--- config.mk ---
export PLATFORM = sky130hd
export DESIGN_NAME = l1_fill_ctrl_flat
export DESIGN_NICKNAME = d
export VERILOG_FILES = /design/src/l1_tag_pkg.sv /design/src/l1_tag_update_if.sv /design/src/l1_fill_ctrl.sv /design/src/flat_wrapper.sv
export SDC_FILE = /design/constraint.sdc
export NUM_CORES = 1
export LEC_CHECK = 0
export BUFFER_PORTS_ARGS = -buffer_cell sky130_fd_sc_hd__buf_2
export CORE_UTILIZATION = 56
export CTS_CLUSTER_DIAMETER = 100
export DETAILED_ROUTE_END_ITERATION = 7
export GPL_TIMING_DRIVEN = 0
export PLACE_DENSITY = 0.75
export SYNTH_ARGS = -nofsm -noshare
export SYNTH_HDL_FRONTEND = slang
export SYNTH_SLANG_ARGS = --single-unit
--- constraint.sdc ---
create_clock -name clk -period 7.7 [get_ports clk]
set_input_delay 2.31 -clock clk [delete_from_list [all_inputs] [get_ports clk]]
set_output_delay 2.31 -clock clk [all_outputs]
set_load 0.02 [all_outputs]
--- src/l1_tag_pkg.sv ---
// ####################################################################
// Shared definitions for the L1 data cache tag path.
// Holds the line address width, the way index type and the opcodes
// of the tag array update command. Modules import what they need.
// ####################################################################

`default_nettype none

package l1_tag_pkg;

	// Width of a line address, with the set index in the low bits
	localparam int ADDR_WIDTH = 26;

	// Index of one of the four ways of a set
	typedef logic [1:0] way_t;

	// Commands that can be applied to the tag array in one cycle
	typedef enum logic [1:0]
	{
		// Nothing is written this cycle
		OP_NONE = 2'd0,
		// Write the tag into one way and mark it valid
		OP_FILL = 2'd1,
		// Clear the valid bit of a single way
		OP_INVAL_ONE = 2'd2,
		// Clear the valid bits of every way in the set
		OP_INVAL_ALL = 2'd3
	} update_op_e;

endpackage

`default_nettype wire

--- src/l1_tag_update_if.sv ---
// ####################################################################
// One tag array update command, driven by the fill controller and
// applied by the tag block at the clock edge where it is presented.
// ####################################################################

`default_nettype none
`timescale 1ns/100ps

interface l1_tag_update_if #(
	parameter int NUM_SETS = 64
);
	import l1_tag_pkg::*;

	localparam int SET_WIDTH = $clog2(NUM_SETS);
	localparam int TAG_WIDTH = ADDR_WIDTH - SET_WIDTH;

	// What to do this cycle
	update_op_e op;
	// Target way, ignored for a whole-set invalidate
	way_t way;
	// Tag written on a fill
	logic [TAG_WIDTH-1:0] wr_tag;
	logic [SET_WIDTH-1:0] set;

	// The fill controller builds the command
	modport ctrl (output op, output way, output wr_tag, output set);
	// The tag block consumes it
	modport tag (input op, input way, input wr_tag, input set);

endinterface

`default_nettype wire

--- src/l1_fill_ctrl.sv ---
// ####################################################################
// Replacement and update control for the four-way tag array.
// Keeps a three-bit pseudo-LRU tree per set, picks the victim of a
// fill, and merges invalidates and fills into one update command.
// ####################################################################

`default_nettype none
`timescale 1ns/100ps

module l1_fill_ctrl #(
	parameter int NUM_SETS = 64
) (
	input wire clk,
	input wire reset,

	// Fill and invalidate requests
	input wire fill_i,
	input wire [l1_tag_pkg::ADDR_WIDTH-1:0] fill_addr_i,
	input wire inval_i,
	input wire inval_all_i,
	input wire [$clog2(NUM_SETS)-1:0] inval_set_i,
	input wire l1_tag_pkg::way_t inval_way_i,

	// Lookup result from the tag block
	input wire cache_hit_i,
	input wire l1_tag_pkg::way_t hit_way_i,
	input wire [$clog2(NUM_SETS)-1:0] hit_set_i,

	l1_tag_update_if.ctrl update,

	output logic fill_done_o,
	output l1_tag_pkg::way_t fill_way_o
);

	import l1_tag_pkg::*;

	localparam int SET_WIDTH = $clog2(NUM_SETS);

	// Tree bits per set, [0] picks the half, [1] and [2] pick within it
	logic [2:0] plru_bits [NUM_SETS];

	logic [SET_WIDTH-1:0] fill_set;
	logic [2:0] fill_plru;
	way_t victim_way;
	logic fill_go;

	// Hit registered for one cycle before it touches the tree
	logic hit_pending;
	way_t hit_way_q;
	logic [SET_WIDTH-1:0] hit_set_q;

	// Point the tree away from the way that was just used
	function automatic logic [2:0] plru_touch(input logic [2:0] bits, input way_t w);
		logic [2:0] next_bits;
		next_bits = bits;
		next_bits[0] = ~w[1];
		if (w[1])
			next_bits[2] = ~w[0];
		else
			next_bits[1] = ~w[0];
		return next_bits;
	endfunction

	assign fill_set = fill_addr_i[SET_WIDTH-1:0];
	assign fill_plru = plru_bits[fill_set];
	assign victim_way = fill_plru[0] ? {1'b1, fill_plru[2]} : {1'b0, fill_plru[1]};

	// Invalidates take priority, a losing fill is simply dropped
	assign fill_go = fill_i && !inval_i && !inval_all_i;

	always_comb
	begin
		update.op = OP_NONE;
		update.way = victim_way;
		update.wr_tag = fill_addr_i[ADDR_WIDTH-1:SET_WIDTH];
		update.set = fill_set;
		if (inval_all_i)
		begin
			update.op = OP_INVAL_ALL;
			update.set = inval_set_i;
		end
		else if (inval_i)
		begin
			update.op = OP_INVAL_ONE;
			update.way = inval_way_i;
			update.set = inval_set_i;
		end
		else if (fill_i)
			update.op = OP_FILL;
	end

	always_ff @(posedge clk, posedge reset)
	begin
		if (reset)
		begin
			for (int s = 0; s < NUM_SETS; s++)
				plru_bits[s] <= 3'b000;
			hit_pending <= 1'b0;
			fill_done_o <= 1'b0;
		end
		else
		begin
			hit_pending <= cache_hit_i;
			fill_done_o <= fill_go;
			// When both land on one set the fill's update is kept
			if (hit_pending && !(fill_go && hit_set_q == fill_set))
				plru_bits[hit_set_q] <= plru_touch(plru_bits[hit_set_q], hit_way_q);
			if (fill_go)
				plru_bits[fill_set] <= plru_touch(fill_plru, victim_way);
		end
	end

	always_ff @(posedge clk)
	begin
		hit_way_q <= hit_way_i;
		hit_set_q <= hit_set_i;
		fill_way_o <= victim_way;
	end

endmodule

`default_nettype wire

--- src/flat_wrapper.sv ---
// flat-port wrapper written by rule: the top's interface ports become plain ports
module l1_fill_ctrl_flat import l1_tag_pkg::*;
#(
	parameter int NUM_SETS = 64
)
  (clk, reset, fill_i, fill_addr_i, inval_i, inval_all_i, inval_set_i, inval_way_i, cache_hit_i, hit_way_i, hit_set_i, fill_done_o, fill_way_o, update_op, update_way, update_wr_tag, update_set);
  l1_tag_update_if #(.NUM_SETS(NUM_SETS)) update_i ();
  input wire clk;
  input wire reset;
  input wire fill_i;
  input wire [l1_tag_pkg::ADDR_WIDTH-1:0] fill_addr_i;
  input wire inval_i;
  input wire inval_all_i;
  input wire [$clog2(NUM_SETS)-1:0] inval_set_i;
  input wire l1_tag_pkg::way_t inval_way_i;
  input wire cache_hit_i;
  input wire l1_tag_pkg::way_t hit_way_i;
  input wire [$clog2(NUM_SETS)-1:0] hit_set_i;
  output logic fill_done_o;
  output l1_tag_pkg::way_t fill_way_o;
  output wire logic [$bits(update_i.op)-1:0] update_op;
  output wire logic [$bits(update_i.way)-1:0] update_way;
  output wire logic [$bits(update_i.wr_tag)-1:0] update_wr_tag;
  output wire logic [$bits(update_i.set)-1:0] update_set;
  assign update_op = update_i.op;
  assign update_way = update_i.way;
  assign update_wr_tag = update_i.wr_tag;
  assign update_set = update_i.set;
  l1_fill_ctrl #(.NUM_SETS(NUM_SETS)) u_core (.clk(clk), .reset(reset), .fill_i(fill_i), .fill_addr_i(fill_addr_i), .inval_i(inval_i), .inval_all_i(inval_all_i), .inval_set_i(inval_set_i), .inval_way_i(inval_way_i), .cache_hit_i(cache_hit_i), .hit_way_i(hit_way_i), .hit_set_i(hit_set_i), .update(update_i), .fill_done_o(fill_done_o), .fill_way_o(fill_way_o));
endmodule
# [Word-level counts from Yosys, hierarchy flattened]
# Cells that the tools add are included.
[totals] ramBits=0 out_inout_bits=33 latchBits=0 romBits=0 n_memories=0 elab_cells=119 reg_bits=204
[op_classes] shift=0 reduce_logical=9 mux=30 n_div=0 eq_ne=1 multipliers=0 bitwise=6 add_sub_neg=0 order_cmp=4
[ops] operator="$bwmux W192" count=2
[ops] operator="$mux W192" count=2
[ops] operator="$bmux W3 S6" count=2
[ops] operator="$demux W3 S6" count=2
[ops] operator="$mux W3" count=6
[ops] operator="$ge A7 B7 Y1 const B" count=2
[ops] operator="$lt A7 B1 Y1 const B" count=2
[ops] operator="$not A6 Y7" count=2
[ops] operator="$mux W6" count=2
[ops] operator="$mux W2" count=5
[ops] operator="$mux W1" count=9
[ops] operator="$eq A6 B6 Y1" count=1
[ops] operator="$logic_and A1 B1 Y1" count=6
[ops] operator="$not A1 Y1" count=4
[ops] operator="$logic_not A1 Y1" count=3

# [Depth between registers and ports, before layout]
[logic_depth] ltp_word=11 mapped_depth=12 depth_no_buf=7

# [Worst setup path before layout]
# OpenSTA, ideal clock, no wires.
[synth_path] path_kind="input-to-output" start="input port fill_addr_i[0] (netlist bit)" end="output port update_way[0]" arrival_time_ps=4412 path_stages=9 required_time_ps=5390 setup_slack_ps=978 cell_sequence="buf_6 > mux4_2 > a32oi_1 > o211ai_1 > a211oi_2 > nand4b_2 > clkbuf_1 > mux2i_1 > mux2_2"
[synth_between] elab_chain_len=7
[synth_lines] element="from (decl)" line_no="flat_wrapper.sv:11" text="input wire [l1_tag_pkg::ADDR_WIDTH-1:0] fill_addr_i;"
[synth_lines] element="$not A6 Y7 (not written as such) *" line_no="l1_fill_ctrl.sv:65" text="assign fill_plru = plru_bits[fill_set];"
[synth_lines] element="$bmux W3 S6 *" line_no="l1_fill_ctrl.sv:65"
[synth_lines] element="$mux W3 (not written as such) * (2 in series)" line_no="l1_fill_ctrl.sv:65"
[synth_lines] element="$mux W2 *" line_no="l1_fill_ctrl.sv:66" text="assign victim_way = fill_plru[0] ? {1'b1, fill_plru[2]} : {1'b0, fill_plru[1]};"
[synth_lines] element="via u_core.victim_way[0]" line_no="l1_fill_ctrl.sv:44" text="way_t victim_way;"
[synth_lines] element="$mux W2" line_no="l1_fill_ctrl.sv:82" text="else if (inval_i)"
[synth_lines] element="$mux W2 *" line_no="l1_fill_ctrl.sv:77" text="if (inval_all_i)"
[synth_lines] element="to (decl)" line_no="flat_wrapper.sv:22" text="output wire logic [$bits(update_i.way)-1:0] update_way;"
# Mark *: on every way through the listed nets, which the timed path passes. The rest lies on a longest branch. The select of a mux whose other input is x is not followed.

# [Worst setup path after layout]
[layout_path] start="input port fill_addr_i[2] (netlist bit)" end="output port update_way[0]"
# The elaborated chain is that of the path after synthesis.

==> flow_summary.json <==
{
  "clkSlewWorstSetupHoldPaths_ns": 0.06,
  "grt_pass1_wl_um": 83600,
  "worst_slew_pin_slew_ns": 1.39,
  "fmax_mhz": 130,
  "finalHoldViolCount": 0,
  "slew_headroom_pct": 6.67,
  "syn2layout_area_growth_pct": 11.9,
  "drt_first_iter_violations": 1973,
  "setup_ws_ns": 0.0125,
  "cts_num_sinks": 204,
  "grt.overflow.total": 0,
  "globalplace.congestion": 1.06,
  "multiInputGateArea_um2": 7330,
  "crit_path_end_kind": "output pin",
  "synthArstFlopShare_pct": 95.1,
  "required_ns": 5.39,
  "die-height_um": 155,
  "io_buffers": 60,
  "synth.distinct_cells": 66,
  "regArea_um2": 5050,
  "synth_cells": 1388,
  "syn_avg_cell_area_um2": 9.39,
  "ys_top_cells_by_count": "194 x dfrtp_1, 192 x mux2i_1, 170 x nand2_1, 132 x o21ai_0, 99 x nor2_1",
  "cp_max_fo": 10,
  "num_rows": 55,
  "final.setup_skew_ns": 0.0224,
  "hold_path.class": "reg2reg",
  "rsz0062_at_grt": "no",
  "synth_seq_area_share_pct": 38.8,
  "wl_um": 57500,
  "hpwl_um": 40000,
  "h-tree-depth": 1,
  "setup_viol": 0,
  "synth.area.top_cells": "dfrtp_1 37%, mux2i_1 15%, o21ai_0 5.1%",
  "grt_max_degree": 108,
  "clkLatencyLatePin_ns": 0.56,
  "cts_buffer_depth": 3,
  "initial_utilization_pct": 57.4,
  "cts_made_buffers": 24,
  "yosys_warnings": 0,
  "fin_crit_sh_pct": 99.8,
  "slew_violations": 0,
  "drive_above_1_share_pct": 16.1,
  "power.leakage_uw": 0.00627,
  "firstDrtPassIters": 6,
  "dp_slack_ns": -1.16,
  "final.setup.tns_ns": 0,
  "drc": 0,
  "power_uw": 3650,
  "hold_buffers": 0,
  "die_area_um2": 23900,
  "die_x_um": 155,
  "crit_path_start_kind": "input pin",
  "yosysMostFrequentCell": "dfrtp_1",
  "via_per_inst": 7.42,
  "ys_ff_latch": 204,
  "cap_violations": 0,
  "peakVddDrop_mv": 0.220,
  "nFillCells": 1869,
  "pin_count": 81,
  "postRouteAntennaNets": 0,
  "syn_nets": 1436,
  "period_needed_ns": 7.69,
  "hold_ws_ns": 0.546,
  "synth_edf_count": 0,
  "cts_root_buffer": "clkbuf_16",
  "first_global_vias": 12657,
  "grt_usage_pct": 48.7,
  "crit_type": "in2out",
  "core-area_um2": 22700,
  "cp_data_arrival_time_ns": 5.38,
  "run_status": "complete, no violations",
  "antenna_found_initial": 1,
  "final_nets": 1528,
  "netlist.area_leader.share_pct": 37.3,
  "power_density_nw_per_um2": 250,
  "synthFlopType": "dfrtp_1",
  "yosysTopAreaCell": "dfrtp_1",
  "syn_area_um2": 13000,
  "dr_total_vias": 13219,
  "num_antenna_cells": 0,
  "cts_tree": "yes",
  "wl_per_cell_um": 32.3
}
stage by stage:
step | utilization (%) | std cells | instance area [µm²]
finish | 64.2 | 1781 | 14600
global route | 64.2 | 1781 | 14600
CTS | 64.2 | 1781 | 14600
detailed placement | 60.7 | 1737 | 13800
global placement | 60.3 | 1733 | 13700
floorplan | - | 1388 | 13000
cell usage in the layout (no fill, tap or decap), types with 10 or more instances in the layout:
| cell type | count |
|---|---|
| mux4_2 | 24 |
| a21oi_1 | 37 |
| buf_4 | 27 |
| nand3_1 | 18 |
| nand2_1 | 170 |
| a22oi_1 | 15 |
| clkbuf_16 | 24 |
| a31oi_1 | 27 |
| a221oi_1 | 25 |
| dfrtp_1 | 194 |
| dfxtp_1 | 10 |
| nor2b_1 | 16 |
| nor3_1 | 33 |
| clkbuf_1 | 71 |
| o22ai_1 | 36 |
| mux2i_1 | 191 |
| o21ai_0 | 132 |
| o211ai_1 | 69 |
| nor2_1 | 96 |
| mux2_2 | 35 |
| buf_2 | 89 |
critical path: stages:
cell and delay [ns]:
buf_2 0.16, clkbuf_2 0.31, clkbuf_2 0.37, nor2_1 0.60, a21oi_1 0.15, o221ai_1 0.27
a22oi_1 0.20, and4b_1 0.38, mux2i_2 0.26, mux2_2 0.20, buf_2 0.15
metal layers:
layer | track usage [%] | routed length, µm | up-vias
li1 | - | - | 5340
met2 | 68.5 | 23200 | 1203
met4 | 33.4 | 4660 | 2
met5 | 0 | 13 | -
met3 | 16.7 | 8740 | 305
met1 | 63.2 | 20900 | 6369
final cells by class:
cell class	instances	share of cell area, %
clock buffer	35	4.74
sequential	204	34.7
tap	285	2.45
timing repair buffer	67	2.63
inverter	11	0.335
clock inverter	7	0.523
multi-input combinational	1042	50.3
buffer	130	4.36
worst paths after layout:
| check | from | endpoint | slack [ns] | cells after the start |
|---|---|---|---|---|
| min in group asynchronous | reset | u_core.plru_bits[148]$_DFF_PP0_ | 1.82 | 2 |
| worst max-delay path | fill_addr_i[2] | update_way[0] | 0.01 | 11 |
| worst min-delay path | u_core.plru_bits[102]$_DFF_PP0_ | u_core.plru_bits[102]$_DFF_PP0_ | 0.55 | 2 |
| max in group asynchronous | reset | u_core.plru_bits[40]$_DFF_PP0_ | 4.89 | 3 |
| worst max register to register | u_core.hit_set_q[1]$_DFF_P_ | u_core.plru_bits[144]$_DFF_PP0_ | 3.27 | 10 |
| worst min register to register | u_core.plru_bits[102]$_DFF_PP0_ | u_core.plru_bits[102]$_DFF_PP0_ | 0.55 | 2 |
power by group:
| part | leakage, µW | internal [µW] | total, µW | switching [µW] |
|---|---|---|---|---|
| Sequential | 0.00260 | 1290 | 1510 | 222 |
| Combinational | 0.00330 | 375 | 1000 | 627 |
| Clock | 0.000372 | 655 | 1140 | 481 |
| Total | 0.00627 | 2320 | 3650 | 1330 |
cells by family (layout without fill, tap and decap cells):
family | count (synthesis) | in the layout | share of synthesized area, %
buffers and inverters | 142 | 250 | 5.18
and+or+nand+nor | 390 | 390 | 13.5
AOI/OAI and AO/OA | 392 | 392 | 19.7
DFF | 204 | 204 | 38.8
xor gates and xnor gates | 8 | 8 | 0.653
muxes | 252 | 252 | 22.1
timing repair:
item,CTS,global route
gates resized for setup,7,0
setup endpoints to repair,2,0
buffers inserted,3,0
state kept, by name (all words and copies together) (netlist names):
name / cells
u_core.plru_bits: 192
u_core.hit_set_q: 6
u_core.fill_way_o: 2
u_core.hit_way_q: 2
u_core.fill_done_o: 1
u_core.hit_pending: 1
(Power assumes the default switching activity.)
